--- src/uncore_config.svh ---
`ifndef UNCORE_CONFIG_SVH
`define UNCORE_CONFIG_SVH

// Physical address and data word
`define UNCORE_PADDR_WIDTH 40
`define UNCORE_DATA_WIDTH  64

// Everything below this address is local to the tile
`define UNCORE_DRAM_BASE 40'h00_8000_0000

// Top address bits that select another host I/O domain
`define UNCORE_HIO_WIDTH 4

// Device field of a local address sits in bits 23:20
`define UNCORE_DEV_LSB   20
`define UNCORE_DEV_WIDTH 4

`define UNCORE_BOOT_DEV  4'd0
`define UNCORE_HOST_DEV  4'd1
`define UNCORE_CFG_DEV   4'd2
`define UNCORE_CLINT_DEV 4'd3
`define UNCORE_CACHE_DEV 4'd4

`define UNCORE_CFG_REGS 4

// CLINT register offsets within address bits 15:0
`define UNCORE_CLINT_MSIP_OFS     16'h0000
`define UNCORE_CLINT_MTIMECMP_OFS 16'h4000
`define UNCORE_CLINT_MTIME_OFS    16'hbff8

`endif

--- src/uncore_pkg.sv ---
`default_nettype none

`include "uncore_config.svh"

package uncore_pkg;

  typedef logic [`UNCORE_PADDR_WIDTH-1:0] paddr_t;
  typedef logic [`UNCORE_DATA_WIDTH-1:0]  word_t;
  typedef logic [`UNCORE_DEV_WIDTH-1:0]   dev_id_t;

  typedef enum logic
  {
    e_op_read  = 1'b0,
    e_op_write = 1'b1
  } msg_op_e;

  // Where a processor command goes
  typedef enum logic [2:0]
  {
    e_dst_cfg   = 3'd0,
    e_dst_clint = 3'd1,
    e_dst_io    = 3'd2,
    e_dst_mem   = 3'd3,
    e_dst_loop  = 3'd4
  } dst_e;

endpackage

`default_nettype wire
--- src/cfg_regs.sv ---
`default_nettype none

`include "uncore_config.svh"

module cfg_regs
  (input  wire                      clk_i
   , input  wire                    reset_i

   , input  wire                    cmd_v_i
   , input  wire uncore_pkg::msg_op_e cmd_op_i
   , input  wire uncore_pkg::paddr_t  cmd_addr_i
   , input  wire uncore_pkg::word_t   cmd_data_i
   , output logic                   cmd_ready_o

   , output logic                   resp_v_o
   , output uncore_pkg::word_t      resp_data_o
   , input  wire                    resp_ready_i
   );

  import uncore_pkg::*;

  localparam int unsigned sel_width_lp = $clog2(`UNCORE_CFG_REGS);

  word_t                   cfg_q [`UNCORE_CFG_REGS];
  logic [sel_width_lp-1:0] sel;
  logic                    cmd_fire, is_write;
  logic                    resp_v_q;
  word_t                   resp_data_q;

  // Registers are one word apart
  assign sel      = cmd_addr_i[3 +: sel_width_lp];
  assign cmd_fire = cmd_v_i & cmd_ready_o;
  assign is_write = (cmd_op_i == e_op_write);

  always_ff @(posedge clk_i)
  begin
    if (reset_i)
    begin
      for (int i = 0; i < `UNCORE_CFG_REGS; i++)
        cfg_q[i] <= '0;
    end
    else if (cmd_fire & is_write)
    begin
      cfg_q[sel] <= cmd_data_i;
    end
  end

  always_ff @(posedge clk_i)
  begin
    if (reset_i)
      resp_v_q <= 1'b0;
    else if (cmd_fire)
      resp_v_q <= 1'b1;
    else if (resp_ready_i)
      resp_v_q <= 1'b0;
  end

  // Writes answer with zero
  always_ff @(posedge clk_i)
  begin
    if (cmd_fire)
      resp_data_q <= is_write ? '0 : cfg_q[sel];
  end

  assign cmd_ready_o = ~resp_v_q;
  assign resp_v_o    = resp_v_q;
  assign resp_data_o = resp_data_q;

endmodule

`default_nettype wire

--- src/clint_slice.sv ---
`default_nettype none

`include "uncore_config.svh"

module clint_slice
  (input  wire                      clk_i
   , input  wire                    reset_i

   , input  wire                    cmd_v_i
   , input  wire uncore_pkg::msg_op_e cmd_op_i
   , input  wire uncore_pkg::paddr_t  cmd_addr_i
   , input  wire uncore_pkg::word_t   cmd_data_i
   , output logic                   cmd_ready_o

   , output logic                   resp_v_o
   , output uncore_pkg::word_t      resp_data_o
   , input  wire                    resp_ready_i

   , output logic                   timer_irq_o
   , output logic                   software_irq_o
   );

  import uncore_pkg::*;

  logic [15:0] ofs;
  logic        cmd_fire, is_write;
  word_t       mtime_q, mtimecmp_q;
  logic        msip_q;
  word_t       rd_data;
  logic        resp_v_q;
  word_t       resp_data_q;

  assign ofs      = cmd_addr_i[15:0];
  assign cmd_fire = cmd_v_i & cmd_ready_o;
  assign is_write = (cmd_op_i == e_op_write);

  // Free running machine timer
  always_ff @(posedge clk_i)
  begin
    if (reset_i)
      mtime_q <= '0;
    else
      mtime_q <= mtime_q + 1'b1;
  end

  always_ff @(posedge clk_i)
  begin
    if (reset_i)
    begin
      mtimecmp_q <= '1;
      msip_q     <= 1'b0;
    end
    else if (cmd_fire & is_write)
    begin
      if (ofs == `UNCORE_CLINT_MTIMECMP_OFS)
        mtimecmp_q <= cmd_data_i;
      if (ofs == `UNCORE_CLINT_MSIP_OFS)
        msip_q <= cmd_data_i[0];
    end
  end

  always_comb
  begin
    case (ofs)
      `UNCORE_CLINT_MTIMECMP_OFS: rd_data = mtimecmp_q;
      `UNCORE_CLINT_MTIME_OFS:    rd_data = mtime_q;
      `UNCORE_CLINT_MSIP_OFS:     rd_data = word_t'(msip_q);
      default:                    rd_data = '0;
    endcase
  end

  always_ff @(posedge clk_i)
  begin
    if (reset_i)
      resp_v_q <= 1'b0;
    else if (cmd_fire)
      resp_v_q <= 1'b1;
    else if (resp_ready_i)
      resp_v_q <= 1'b0;
  end

  always_ff @(posedge clk_i)
  begin
    if (cmd_fire)
      resp_data_q <= is_write ? '0 : rd_data;
  end

  assign cmd_ready_o    = ~resp_v_q;
  assign resp_v_o       = resp_v_q;
  assign resp_data_o    = resp_data_q;
  // Timer interrupt holds while mtime >= mtimecmp
  assign timer_irq_o    = ~(mtime_q < mtimecmp_q);
  assign software_irq_o = msip_q;

  a_mtime_monotonic: assert property (@(posedge clk_i) disable iff (reset_i)
    !$past(reset_i) |-> (mtime_q >= $past(mtime_q)))
    else $error("mtime went backwards");

endmodule

`default_nettype wire

--- src/cmd_decode.sv ---
`default_nettype none

`include "uncore_config.svh"

module cmd_decode
  (input  wire                      clk_i
   , input  wire                    reset_i

   , input  wire                    cmd_v_i
   , input  wire uncore_pkg::msg_op_e cmd_op_i
   , input  wire uncore_pkg::paddr_t  cmd_addr_i
   , input  wire uncore_pkg::word_t   cmd_data_i
   , output logic                   cmd_ready_o

   , output logic                   cfg_v_o
   , input  wire                    cfg_ready_i
   , output logic                   clint_v_o
   , input  wire                    clint_ready_i
   , output logic                   mem_v_o
   , input  wire                    mem_ready_i
   , output logic                   io_v_o
   , input  wire                    io_ready_i
   , output logic                   loop_v_o
   , input  wire                    loop_ready_i
   , output uncore_pkg::msg_op_e    dev_op_o
   , output uncore_pkg::paddr_t     dev_addr_o
   , output uncore_pkg::word_t      dev_data_o

   , input  wire                    resp_done_i
   );

  import uncore_pkg::*;

  logic    cmd_v_q, cmd_v_n, cmd_ready_q, issue_q, pending_q;
  logic    cmd_fire, dev_fire, dst_ready;
  msg_op_e op_q;
  paddr_t  addr_q;
  word_t   data_q;
  dst_e    dst_q, dst_n;
  dev_id_t dev;
  logic    is_local, is_other_hio;
  logic    is_cfg, is_clint, is_io, is_mem, is_loop;

  assign cmd_fire = cmd_v_i & cmd_ready_o;

  // Decode from the registered address
  assign dev          = addr_q[`UNCORE_DEV_LSB +: `UNCORE_DEV_WIDTH];
  assign is_local     = (addr_q < `UNCORE_DRAM_BASE);
  assign is_other_hio = (addr_q[`UNCORE_PADDR_WIDTH-1 -: `UNCORE_HIO_WIDTH] != '0);
  assign is_cfg       = is_local & (dev == `UNCORE_CFG_DEV);
  assign is_clint     = is_local & (dev == `UNCORE_CLINT_DEV);
  assign is_io        = (is_local & ((dev == `UNCORE_BOOT_DEV) | (dev == `UNCORE_HOST_DEV)))
                        | is_other_hio;
  assign is_mem       = (~is_local & ~is_other_hio) | (is_local & (dev == `UNCORE_CACHE_DEV));
  assign is_loop      = is_local & ~is_cfg & ~is_clint & ~is_io & ~is_mem;

  always_comb
  begin
    dst_n = e_dst_loop;
    if (is_cfg)
      dst_n = e_dst_cfg;
    else if (is_clint)
      dst_n = e_dst_clint;
    else if (is_io)
      dst_n = e_dst_io;
    else if (is_mem)
      dst_n = e_dst_mem;
  end

  always_comb
  begin
    case (dst_q)
      e_dst_cfg:   dst_ready = cfg_ready_i;
      e_dst_clint: dst_ready = clint_ready_i;
      e_dst_io:    dst_ready = io_ready_i;
      e_dst_mem:   dst_ready = mem_ready_i;
      default:     dst_ready = loop_ready_i;
    endcase
  end

  assign dev_fire = issue_q & dst_ready;

  always_comb
  begin
    cmd_v_n = cmd_v_q;
    if (dev_fire)
      cmd_v_n = 1'b0;
    if (cmd_fire)
      cmd_v_n = 1'b1;
  end

  always_ff @(posedge clk_i)
  begin
    if (reset_i)
    begin
      cmd_v_q     <= 1'b0;
      cmd_ready_q <= 1'b0;
      issue_q     <= 1'b0;
      pending_q   <= 1'b0;
    end
    else
    begin
      cmd_v_q     <= cmd_v_n;
      cmd_ready_q <= ~cmd_v_n;
      // Present to a device only once the previous response is delivered
      if (dev_fire)
        issue_q <= 1'b0;
      else if (cmd_v_q & ~issue_q & ~pending_q)
        issue_q <= 1'b1;
      if (dev_fire)
        pending_q <= 1'b1;
      else if (resp_done_i)
        pending_q <= 1'b0;
    end
  end

  always_ff @(posedge clk_i)
  begin
    if (cmd_fire)
    begin
      op_q   <= cmd_op_i;
      addr_q <= cmd_addr_i;
      data_q <= cmd_data_i;
    end
    if (cmd_v_q & ~issue_q & ~pending_q)
      dst_q <= dst_n;
  end

  assign cmd_ready_o = cmd_ready_q;
  assign cfg_v_o     = issue_q & (dst_q == e_dst_cfg);
  assign clint_v_o   = issue_q & (dst_q == e_dst_clint);
  assign io_v_o      = issue_q & (dst_q == e_dst_io);
  assign mem_v_o     = issue_q & (dst_q == e_dst_mem);
  assign loop_v_o    = issue_q & (dst_q == e_dst_loop);
  assign dev_op_o    = op_q;
  assign dev_addr_o  = addr_q;
  assign dev_data_o  = data_q;

  a_one_dst: assert property (@(posedge clk_i) disable iff (reset_i)
    cmd_v_q |-> $onehot({is_loop, is_mem, is_io, is_clint, is_cfg}))
    else $error("decode selected zero or several destinations");

  // One command past decode at a time
  a_no_issue_pending: assert property (@(posedge clk_i) disable iff (reset_i)
    pending_q |-> !(cfg_v_o | clint_v_o | mem_v_o | io_v_o | loop_v_o))
    else $error("device valid raised while a response is pending");

endmodule

`default_nettype wire

--- src/resp_return.sv ---
`default_nettype none

module resp_return
  (input  wire                      clk_i
   , input  wire                    reset_i

   , input  wire                    loop_v_i
   , output logic                   loop_ready_o

   , input  wire                    cfg_resp_v_i
   , input  wire uncore_pkg::word_t cfg_resp_data_i
   , output logic                   cfg_resp_ready_o
   , input  wire                    clint_resp_v_i
   , input  wire uncore_pkg::word_t clint_resp_data_i
   , output logic                   clint_resp_ready_o
   , input  wire                    mem_resp_v_i
   , input  wire uncore_pkg::word_t mem_resp_data_i
   , output logic                   mem_resp_ready_o
   , input  wire                    io_resp_v_i
   , input  wire uncore_pkg::word_t io_resp_data_i
   , output logic                   io_resp_ready_o

   , output logic                   resp_v_o
   , output uncore_pkg::word_t      resp_data_o
   , input  wire                    resp_ready_i
   , output logic                   resp_done_o
   );

  import uncore_pkg::*;

  logic  loop_full_q;
  logic  src_ready, src_v, take;
  word_t src_data;
  logic  resp_v_q;
  word_t resp_data_q;

  assign src_ready = ~resp_v_q | resp_ready_i;
  assign src_v     = cfg_resp_v_i | clint_resp_v_i | mem_resp_v_i | io_resp_v_i | loop_full_q;
  assign take      = src_ready & src_v;

  // Loopback slot answers with zero
  always_comb
  begin
    src_data = '0;
    if (cfg_resp_v_i)
      src_data = cfg_resp_data_i;
    else if (clint_resp_v_i)
      src_data = clint_resp_data_i;
    else if (mem_resp_v_i)
      src_data = mem_resp_data_i;
    else if (io_resp_v_i)
      src_data = io_resp_data_i;
  end

  always_ff @(posedge clk_i)
  begin
    if (reset_i)
    begin
      loop_full_q <= 1'b0;
      resp_v_q    <= 1'b0;
    end
    else
    begin
      if (loop_v_i & loop_ready_o)
        loop_full_q <= 1'b1;
      else if (loop_full_q & src_ready)
        loop_full_q <= 1'b0;
      if (take)
        resp_v_q <= 1'b1;
      else if (resp_ready_i)
        resp_v_q <= 1'b0;
    end
  end

  always_ff @(posedge clk_i)
  begin
    if (take)
      resp_data_q <= src_data;
  end

  assign loop_ready_o       = ~loop_full_q;
  assign cfg_resp_ready_o   = src_ready;
  assign clint_resp_ready_o = src_ready;
  assign mem_resp_ready_o   = src_ready;
  assign io_resp_ready_o    = src_ready;
  assign resp_v_o           = resp_v_q;
  assign resp_data_o        = resp_data_q;
  assign resp_done_o        = resp_v_q & resp_ready_i;

  a_one_source: assert property (@(posedge clk_i) disable iff (reset_i)
    $onehot0({cfg_resp_v_i, clint_resp_v_i, mem_resp_v_i, io_resp_v_i, loop_full_q}))
    else $error("more than one response source valid");

endmodule

`default_nettype wire

--- src/uncore_lite.sv ---
`default_nettype none

module uncore_lite
  (input  wire                        clk_i
   , input  wire                      reset_i

   , input  wire                      cmd_v_i
   , input  wire uncore_pkg::msg_op_e cmd_op_i
   , input  wire uncore_pkg::paddr_t  cmd_addr_i
   , input  wire uncore_pkg::word_t   cmd_data_i
   , output logic                     cmd_ready_o

   , output logic                     resp_v_o
   , output uncore_pkg::word_t        resp_data_o
   , input  wire                      resp_ready_i

   , output logic                     mem_cmd_v_o
   , output uncore_pkg::msg_op_e      mem_cmd_op_o
   , output uncore_pkg::paddr_t       mem_cmd_addr_o
   , output uncore_pkg::word_t        mem_cmd_data_o
   , input  wire                      mem_cmd_ready_i
   , input  wire                      mem_resp_v_i
   , input  wire uncore_pkg::word_t   mem_resp_data_i
   , output logic                     mem_resp_ready_o

   , output logic                     io_cmd_v_o
   , output uncore_pkg::msg_op_e      io_cmd_op_o
   , output uncore_pkg::paddr_t       io_cmd_addr_o
   , output uncore_pkg::word_t        io_cmd_data_o
   , input  wire                      io_cmd_ready_i
   , input  wire                      io_resp_v_i
   , input  wire uncore_pkg::word_t   io_resp_data_i
   , output logic                     io_resp_ready_o

   , output logic                     timer_irq_o
   , output logic                     software_irq_o
   );

  import uncore_pkg::*;

  msg_op_e dev_op;
  paddr_t  dev_addr;
  word_t   dev_data;
  logic    cfg_v, cfg_ready, clint_v, clint_ready, loop_v, loop_ready;
  logic    cfg_resp_v, cfg_resp_ready, clint_resp_v, clint_resp_ready;
  word_t   cfg_resp_data, clint_resp_data;
  logic    resp_done;

  cmd_decode decode
    (.clk_i(clk_i)
     ,.reset_i(reset_i)
     ,.cmd_v_i(cmd_v_i)
     ,.cmd_op_i(cmd_op_i)
     ,.cmd_addr_i(cmd_addr_i)
     ,.cmd_data_i(cmd_data_i)
     ,.cmd_ready_o(cmd_ready_o)
     ,.cfg_v_o(cfg_v)
     ,.cfg_ready_i(cfg_ready)
     ,.clint_v_o(clint_v)
     ,.clint_ready_i(clint_ready)
     ,.mem_v_o(mem_cmd_v_o)
     ,.mem_ready_i(mem_cmd_ready_i)
     ,.io_v_o(io_cmd_v_o)
     ,.io_ready_i(io_cmd_ready_i)
     ,.loop_v_o(loop_v)
     ,.loop_ready_i(loop_ready)
     ,.dev_op_o(dev_op)
     ,.dev_addr_o(dev_addr)
     ,.dev_data_o(dev_data)
     ,.resp_done_i(resp_done)
     );

  // External ports share the registered command
  assign mem_cmd_op_o   = dev_op;
  assign mem_cmd_addr_o = dev_addr;
  assign mem_cmd_data_o = dev_data;
  assign io_cmd_op_o    = dev_op;
  assign io_cmd_addr_o  = dev_addr;
  assign io_cmd_data_o  = dev_data;

  cfg_regs cfg
    (.clk_i(clk_i)
     ,.reset_i(reset_i)
     ,.cmd_v_i(cfg_v)
     ,.cmd_op_i(dev_op)
     ,.cmd_addr_i(dev_addr)
     ,.cmd_data_i(dev_data)
     ,.cmd_ready_o(cfg_ready)
     ,.resp_v_o(cfg_resp_v)
     ,.resp_data_o(cfg_resp_data)
     ,.resp_ready_i(cfg_resp_ready)
     );

  clint_slice clint
    (.clk_i(clk_i)
     ,.reset_i(reset_i)
     ,.cmd_v_i(clint_v)
     ,.cmd_op_i(dev_op)
     ,.cmd_addr_i(dev_addr)
     ,.cmd_data_i(dev_data)
     ,.cmd_ready_o(clint_ready)
     ,.resp_v_o(clint_resp_v)
     ,.resp_data_o(clint_resp_data)
     ,.resp_ready_i(clint_resp_ready)
     ,.timer_irq_o(timer_irq_o)
     ,.software_irq_o(software_irq_o)
     );

  resp_return ret
    (.clk_i(clk_i)
     ,.reset_i(reset_i)
     ,.loop_v_i(loop_v)
     ,.loop_ready_o(loop_ready)
     ,.cfg_resp_v_i(cfg_resp_v)
     ,.cfg_resp_data_i(cfg_resp_data)
     ,.cfg_resp_ready_o(cfg_resp_ready)
     ,.clint_resp_v_i(clint_resp_v)
     ,.clint_resp_data_i(clint_resp_data)
     ,.clint_resp_ready_o(clint_resp_ready)
     ,.mem_resp_v_i(mem_resp_v_i)
     ,.mem_resp_data_i(mem_resp_data_i)
     ,.mem_resp_ready_o(mem_resp_ready_o)
     ,.io_resp_v_i(io_resp_v_i)
     ,.io_resp_data_i(io_resp_data_i)
     ,.io_resp_ready_o(io_resp_ready_o)
     ,.resp_v_o(resp_v_o)
     ,.resp_data_o(resp_data_o)
     ,.resp_ready_i(resp_ready_i)
     ,.resp_done_o(resp_done)
     );

endmodule

`default_nettype wire

--- config.mk ---
export PLATFORM = sky130hd
export DESIGN_NAME = uncore_lite
export DESIGN_NICKNAME = d
export VERILOG_FILES = /design/src/uncore_pkg.sv /design/src/cfg_regs.sv /design/src/clint_slice.sv /design/src/cmd_decode.sv /design/src/resp_return.sv /design/src/uncore_lite.sv
export VERILOG_INCLUDE_DIRS = /design/src
export SDC_FILE = /design/constraint.sdc
export NUM_CORES = 1
export LEC_CHECK = 0
export CAP_MARGIN = 40
export CELL_PAD_IN_SITES_DETAIL_PLACEMENT = 1
export CELL_PAD_IN_SITES_GLOBAL_PLACEMENT = 1
export CORE_UTILIZATION = 46
export DETAILED_ROUTE_END_ITERATION = 16
export DONT_BUFFER_PORTS = 1
export GPL_ROUTABILITY_DRIVEN = 0
export PLACE_DENSITY_LB_ADDON = 0.1
export SYNTH_ARGS = -nofsm -noshare
export SYNTH_HDL_FRONTEND = slang
export SYNTH_SLANG_ARGS = --single-unit
--- constraint.sdc ---
create_clock -name clk_i -period 19.3 [get_ports clk_i]
set_clock_uncertainty 0.15 [all_clocks]
set_input_delay 3.86 -clock clk_i [delete_from_list [all_inputs] [get_ports clk_i]]
set_output_delay 3.86 -clock clk_i [all_outputs]
set_load 0.03 [all_outputs]
==> impl_metrics.ini, run 1 <==
[cts]
clock_sinks = 693
cts_buffer_depth = 3
cts_tree = done
clkTransAtPathRegs_ns = 0.06
ctsResizeCount = 0
insertion_delay_ns = 0.62
cts_setup_buffers = 0
cts-buffers-inserted = 78
cts-root-buf = clkbuf_16
postCtsHoldBufs = 0
htree_num_levels = 3

[layout]
final_cell_mix = edfxtp_1, and2_1, nand2_1
area_growth_pct = 8.92
final_nets = 2638
drive_gt1_share_pct = 10.8
final_common_cell = edfxtp_1

[worst_setup_path]
cp.arrival_ns = 4.63
r2r_start = decode.dst_q[2]
cp.required_ns = 15.29
path_class = in2out
crit_fanout = 5
critPathLaunchType = input pin
slowest_delay_ns = 0.40
end_kind = primary output
r2r_cells = 9
reg2reg_to = cfg.cfg_q[1][42]
ff2ff_setup_slack_ns = 14.45
crit_chain = nor2b_1, inv_1
cp_slowest_cell = inv_1
cp_top_family = buffers and inverters
path_buf_inv = 1

[global_routing]
grt_start_max_net_pins = 144
grt_pass1_wl_um = 124000
grt_usage_pct = 24.1
grt_overflow_total = 0
grt_pass1_vias = 20200
antenna_found_initial = 5

[timing]
slew_headroom_pct = 35.5
maxClockFrequency_mhz = 116
tightest_slew_ns = 0.967
fin_tns_setup_ns = 0
min_period_over_period_pct = 44.8
rsz0062_at_grt = false
setup_viol = 0
period_minus_slack_ns = 8.64
hold_viol = 0
slew_violations = 0

[worst_hold_path]
hold_depth = 2
hp-class = reg2reg
hold_end = clint.mtimecmp_q[56]
worstHoldStart = clint.mtimecmp_q[56]

[routing]
vias = 19100
ant_nets = 0
route.detailed.drc = 0
vias_per_cell = 5.84
routed_wl_um = 82900
routedWlPerCell_um = 25.3
dr.pass1.iters = 5
drt_iter0_markers = 1175

[pwr]
max-vdd-ir-drop_uv = 82.8
p_sw_share_pct = 22.9
power.total_mw = 3.33
sequentialPowerShare_pct = 52.9
power_frac_clock_pct = 43.8
power.density_nw_per_um2 = 98.3
p_int_mw = 2.57
p_leak_nw = 12.7
p_switching_mw = 0.764
comb_power_share_pct = 3.2

[synth]
synth_warnings = 0
syn_nets = 2768
netlist_area_um2 = 31100
ys_types = 57
yosysSeqAreaShare_pct = 62.4
synthCells = 2463
synth_seq_cells = 693
async_flop_share_pct = 0
synth_edf_count = 556
synthFlopType = edfxtp_1
synth_area_per_cell_um2 = 12.6

[job]
cap_viol_max_count = 0

[floorplan]
core_um2 = 67000
placementRows = 95
die-area_um2 = 68700
die_width_um = 262
die_h_um = 262
start_util_pct = 46.4
io_pins = 523

[placement]
port_buffers = 0
dpl.hpwl_um = 52300

[status]
status = completed
registers in the layout (all words and copies together) (netlist names), 3 cells and up:
name               count
decode.dev_addr_o     40
clint.resp_data_o     64
ret.resp_data_o       64
cfg.cfg_q            256
clint.mtimecmp_q      64
decode.dst_q           3
clint.mtime_q         64
decode.dev_data_o     64
cfg.resp_data_o       64
power groups by stage:
stage	sequential [mW]	combinational [mW]	clock, mW
after floorplan	1.76	0.109	0
after global placement	1.79	0.103	0
after detailed placement	1.80	0.109	0
after CTS	1.77	0.110	1.50
after global routing	1.77	0.116	1.55
final	1.76	0.108	1.46
kinds of logic (layout without fill, tap and decap cells):
| logic type | after synthesis | count (layout) | share of synthesized area [%] |
|---|---|---|---|
| fa+ha+maj | 64 | 64 | 2.57 |
| other cells | 0 | 3 | 0 |
| compound gates | 331 | 331 | 7.07 |
| buf+inv | 323 | 259 | 5.26 |
| simple gates | 929 | 929 | 16.3 |
| flops | 693 | 693 | 62.4 |
| mux | 67 | 67 | 4.77 |
| xor+xnor | 56 | 56 | 1.58 |
how the worst max path moves through the flow:
stage | from | end | slack (ns) | depth (start not counted)
after floorplan | resp_ready_i | mem_resp_ready_o | 10.78 | 3
after global placement | resp_ready_i | io_resp_ready_o | 10.69 | 2
final | resp_ready_i | mem_resp_ready_o | 10.66 | 2
after CTS | resp_ready_i | mem_resp_ready_o | 10.65 | 2
after detailed placement | resp_ready_i | mem_resp_ready_o | 10.67 | 2
after global routing | resp_ready_i | mem_resp_ready_o | 10.59 | 2
Yosys cell counts (all sizes together), types with 65 or more instances:
cell    number  area [um2]
nand2      243         912
nor2b       68         425
nor2       146         548
clkbuf     122         460
dfxtp      137        2740
mux4        65        1460
edfxtp     556       16700
and2       258        1610
o21ai      142         711
inv         72         270
buf        128         905
cell type report:
type	instances	area (um2)
diodes	3	7.51
inverters	73	274
repair buffers	40	403
flip-flops and latches	693	19400
clock buffers	103	2140
clock inverters	43	362
fillers	6766	33100
multi-input cells	1447	10200
well taps	873	1090
per-layer routing:
| layer | track usage (%) | share of wire (%) | up-vias |
|---|---|---|---|
| met4 | 6.07 | 2.1 | 0 |
| met3 | 4.32 | 4.9 | 100 |
| met5 | 0 | 0 | - |
| met1 | 31.9 | 44 | 9901 |
| met2 | 40.8 | 49 | 570 |
| li1 | - | - | 8565 |
per-stage QoR:
step / util (%) / cell area (um2) / hold slack, ns / std cells / setup slack [ns]
2_1_floorplan: - / 31100 / 0.299 / 2463 / 10.78
3_3_place_gp: 46.6 / 31200 / 0.311 / 3118 / 10.69
3_5_place_dp: 46.8 / 31400 / 0.330 / 3126 / 10.67
4_1_cts: 50.6 / 33900 / 0.339 / 3272 / 10.65
5_1_grt: 50.6 / 33900 / 0.358 / 3275 / 10.59
6_report: 50.6 / 33900 / 0.336 / 3275 / 10.66
No activity file was read; power rests on OpenSTA's default activity.
==> inputs of run 2 (changes only) <==
==> constraint.sdc (replaced) <==
create_clock -name clk_i -period 7.5 [get_ports clk_i]
set_clock_uncertainty 0.15 [all_clocks]
set_input_delay 1.5 -clock clk_i [delete_from_list [all_inputs] [get_ports clk_i]]
set_output_delay 1.5 -clock clk_i [all_outputs]
set_load 0.03 [all_outputs]
==> run 2 against run 1 <==
- sequential share of layout area grew 0.063 points
- non-clock buffer count shrank 3
- cell area shrank 0.11%
- combinational power grew 150%
- worst hold slack lost 0.0077 ns
- clock-buffer cell count is the same
- sequential power grew to 2.6 times the previous value
- largest power group unchanged
==> impl_metrics.ini, run 2 (same netlist as run 1, synthesis figures left out) <==
[cts]
cts-buffers-inserted = 78
cts_buffer_depth = 3
postCtsHoldBufs = 0
cts_tree = done
htree_num_levels = 3
cts_setup_buffers = 0
clock_sinks = 693
insertion_delay_ns = 0.63
clkTransAtPathRegs_ns = 0.06
ctsResizeCount = 0
cts-root-buf = clkbuf_16

[layout]
final_nets = 2635
drive_gt1_share_pct = 11.1
fillers = 6783
area_growth_pct = 8.80
final_common_cell = edfxtp_1
final_cell_mix = edfxtp_1, and2_1, nand2_1
largest_reg_flops = 256
largest_register = cfg.cfg_q
fin_util_pct = 50.5

[pwr]
power.density_nw_per_um2 = 254
sequentialPowerShare_pct = 52.7
max-vdd-ir-drop_uv = 202
p_int_mw = 6.63
p_switching_mw = 1.99
comb_power_share_pct = 3.1
power_frac_clock_pct = 44.2
p_sw_share_pct = 23.1
p_leak_nw = 12.7

[routing]
route.detailed.drc = 0
ant_nets = 0
drt_iter0_markers = 1180
dr.pass1.iters = 5
routedWlPerCell_um = 25.2
vias = 18800
vias_per_cell = 5.76
routed_wl_um = 82100

[floorplan]
die-area_um2 = 68700
start_util_pct = 46.4
core_um2 = 67000
die_h_um = 262
io_pins = 523
placementRows = 95
die_width_um = 262

[global_routing]
grt_overflow_total = 0
grt_pass1_vias = 20200
antenna_found_initial = 2
grt_start_max_net_pins = 144
grt_pass1_wl_um = 123000
grt_usage_pct = 23.9

[worst_setup_path]
path_class = reg2out
crit_fanout = 6
end_kind = primary output
cp.required_ns = 5.85
critPathLaunchType = flip-flop
cp.arrival_ns = 3.00

[timing]
slew_headroom_pct = 39.1
maxClockFrequency_mhz = 215
tightest_slew_ns = 0.914
setup_viol = 0
hold_viol = 0
min_period_over_period_pct = 62.0
rsz0062_at_grt = false
slew_violations = 0
fin_tns_setup_ns = 0
period_minus_slack_ns = 4.65

[status]
status = completed

[job]
cap_viol_max_count = 0

[placement]
port_buffers = 0
dpl.hpwl_um = 52900

[worst_hold_path]
hp-class = reg2reg
==> run 2: final timing paths <==
| check | startpoint | to | slack (ns) | cells after the start |
|---|---|---|---|---|
| max | clint.mtime_q[55] | timer_irq_o | 2.85 | 8 |
| min | decode.pending_q | decode.pending_q | 0.33 | 2 |
| max reg2reg | cfg.resp_v_o | cfg.cfg_q[1][42] | 3.47 | 7 |
| min reg2reg | decode.pending_q | decode.pending_q | 0.33 | 2 |
==> run 2: power groups by stage <==
stage | combinational, mW | sequential [mW] | clock (mW)
after floorplan | 0.281 | 4.54 | 0
after global routing | 0.290 | 4.56 | 4.01
after global placement | 0.258 | 4.62 | 0
final | 0.267 | 4.54 | 3.80
after detailed placement | 0.272 | 4.63 | 0
after CTS | 0.273 | 4.55 | 3.88
==> run 2: metrics by stage <==
step	hold slack [ns]	total power, mW	instances	instance area [um2]	setup slack [ns]
final	0.328	8.62	3265	33900	2.85
after global routing	0.355	8.87	3264	33900	2.64
after CTS	0.339	8.70	3264	33900	2.80
after detailed placement	0.330	4.90	3123	31300	3.09
after global placement	0.315	4.88	3116	31200	3.20
after floorplan	0.299	4.82	2463	31100	0.790
==> run 2: critical path, cell delays in order (launching register included) <==
cell	delay, ns
dfxtp_1	0.37
ha_1	0.34
nand4_1	0.16
nor4_1	0.64
nand4_1	0.25
o21bai_1	0.19
a31oi_1	0.07
o311ai_2	0.12
buf_4	0.24
==> run 2: final cells by class <==
type                    count  area [um2]  share of cell area (%)
inverters                  73         274                   0.809
diodes                      1        2.50                 0.00739
multi-input cells        1447       10200                    30.0
clock inverters            38         360                    1.06
well taps                 873        1090                    3.22
clock buffers             103        2160                    6.38
flip-flops and latches    693       19400                    57.4
repair buffers             37         360                    1.06
==> run 2: routing by layer <==
metal	vias to the layer above	wire [um]	global-route usage (%)
li1	8544	-	-
met1	9594	35200	30.8
met2	539	40600	40.8
met3	120	4590	5.23
met4	0	1700	6.21
met5	-	0	0
==> inputs of run 3 (changes only) <==
==> constraint.sdc (replaced) <==
create_clock -name clk_i -period 4.6 [get_ports clk_i]
set_clock_uncertainty 0.15 [all_clocks]
set_input_delay 0.92 -clock clk_i [delete_from_list [all_inputs] [get_ports clk_i]]
set_output_delay 0.92 -clock clk_i [all_outputs]
set_load 0.03 [all_outputs]
==> run 3 against run 2 <==
- clock-buffer cell count shrank 8
- worst setup slack lost 2.5 ns
- sequential share of layout area shrank 0.19 points
- core utilization grew 0.17 points
- global-route usage grew 1.2 points
- critical path type unchanged
- critical path depth is the same
- sequential power grew 63%
- largest power group unchanged
==> impl_metrics.ini, run 3 (same netlist as run 1, synthesis figures left out) <==
[layout]
fillers = 6740
final_cell_mix = edfxtp_1, and2_1, nand2_1
largest_register = cfg.cfg_q
seqCellArea_um2 = 19400
drive_gt1_share_pct = 11.4
final_common_cell = edfxtp_1
area_growth_pct = 9.15
finalNonFillerCells = 3272
largest_reg_flops = 256
multi_input_area_um2 = 10200
final_nets = 2640
fin_util_pct = 50.7

[timing]
hold_viol = 0
setup_viol = 0
rsz0062_at_grt = false
period_minus_slack_ns = 4.25
min_period_over_period_pct = 92.4
tightest_slew_ns = 0.959
hold_ws_ns = 0.242
fin_tns_setup_ns = 0
maxClockFrequency_mhz = 235
slew_violations = 0
fin_ws_ns = 0.348
slew_headroom_pct = 36.0

[routing]
dr.pass1.iters = 5
ant_nets = 0
routedWlPerCell_um = 26.5
routed_wl_um = 86700
vias_per_cell = 5.86
route.detailed.drc = 0
drt_iter0_markers = 1469
vias = 19200

[placement]
port_buffers = 0
dpl.hpwl_um = 54400
dp_slack_ns = 0.960
placed_cells_incl_taps = 3128

[pwr]
power.density_nw_per_um2 = 414
p_leak_nw = 12.7
power_frac_clock_pct = 44.1
comb_power_share_pct = 3.3
max-vdd-ir-drop_uv = 233
p_switching_mw = 3.27
sequentialPowerShare_pct = 52.6
p_int_mw = 10.8
p_sw_share_pct = 23.2

[worst_setup_path]
cp.arrival_ns = 3.18
crit_fanout = 7
end_kind = primary output
critPathLaunchType = flip-flop
cp.required_ns = 3.53
path_class = reg2out

[floorplan]
die-area_um2 = 68700
io_pins = 523
placementRows = 95
start_util_pct = 46.4
die_h_um = 262
core_um2 = 67000
die_width_um = 262

[global_routing]
grt_start_max_net_pins = 144
grt_overflow_total = 0
grt_usage_pct = 25.1
antenna_found_initial = 10
grt_pass1_vias = 20500
grt_pass1_wl_um = 128000

[worst_hold_path]
hp-class = in2reg

[cts]
cts_buffer_depth = 3
insertion_delay_ns = 0.62
cts_setup_buffers = 0
cts_tree = done
htree_num_levels = 3
cts-buffers-inserted = 78
clock_sinks = 693
postCtsHoldBufs = 0
ctsResizeCount = 0
clkTransAtPathRegs_ns = 0.06
cts-root-buf = clkbuf_16

[status]
status = completed

[job]
cap_viol_max_count = 0
==> run 3: cell count changes in the layout (fill, tap and decap cells not counted), sizes merged <==
cell | previous run | this run
buf | 37 | 41
bufinv | 6 | 7
clkbuf | 103 | 95
inv | 76 | 74
clkinv | 27 | 35
clkdlybuf4s18 | 0 | 1
clkinvlp | 2 | 5
==> run 3: metrics by stage <==
stage	instance area (um2)	total power, mW
after floorplan	31200	7.86
after global placement	31300	7.98
after detailed placement	31400	8.01
after CTS	34000	14.2
after global routing	34000	14.5
final	34000	14.1
==> run 3: worst paths after layout <==
| check | startpoint | endpoint | slack [ns] | cells after the start |
|---|---|---|---|---|
| setup / recovery | clint.mtime_q[5] | timer_irq_o | 0.35 | 8 |
| hold / removal | cmd_addr_i[9] | decode.dev_addr_o[9] | 0.24 | 0 |
| setup reg to reg | decode.dst_q[2] | cfg.cfg_q[1][44] | 1.13 | 7 |
| hold reg to reg | clint.mtimecmp_q[60] | clint.mtimecmp_q[60] | 0.33 | 2 |
==> run 3: area by class of cell <==
class                      count  share of cell area, %
sequential                   693                   57.2
multi-input combinational   1447                   29.9
clock buffer                  95                   6.18
tap                          873                   3.21
timing repair buffer          42                   1.35
clock inverter                48                   1.28
inverter                      73                  0.806
antenna                        1                0.00736
==> run 3: routing by layer <==
| metal | vias to the layer above | GRT usage, % | routed length, um |
|---|---|---|---|
| met3 | 125 | 4.15 | 4180 |
| met4 | 6 | 7.18 | 1830 |
| met5 | - | 0 | 35 |
| li1 | 8571 | - | - |
| met2 | 533 | 44.2 | 44400 |
| met1 | 9936 | 31.7 | 36200 |
==> run 3: critical path: stages (launching register included) <==
cell      delay [ns]
dfxtp_1         0.44
ha_1            0.29
and3_1          0.20
a221oi_1        0.25
o21ai_0         0.20
a211o_1         0.29
a21oi_1         0.33
o311ai_1        0.30
buf_4           0.26
==> run 3: power groups by stage <==
stage | Combinational, mW | Clock (mW) | Sequential, mW
finish | 0.459 | 6.22 | 7.41
global route | 0.495 | 6.56 | 7.43
CTS | 0.469 | 6.35 | 7.41
detailed placement | 0.465 | 0 | 7.54
global placement | 0.446 | 0 | 7.53
floorplan | 0.461 | 0 | 7.40
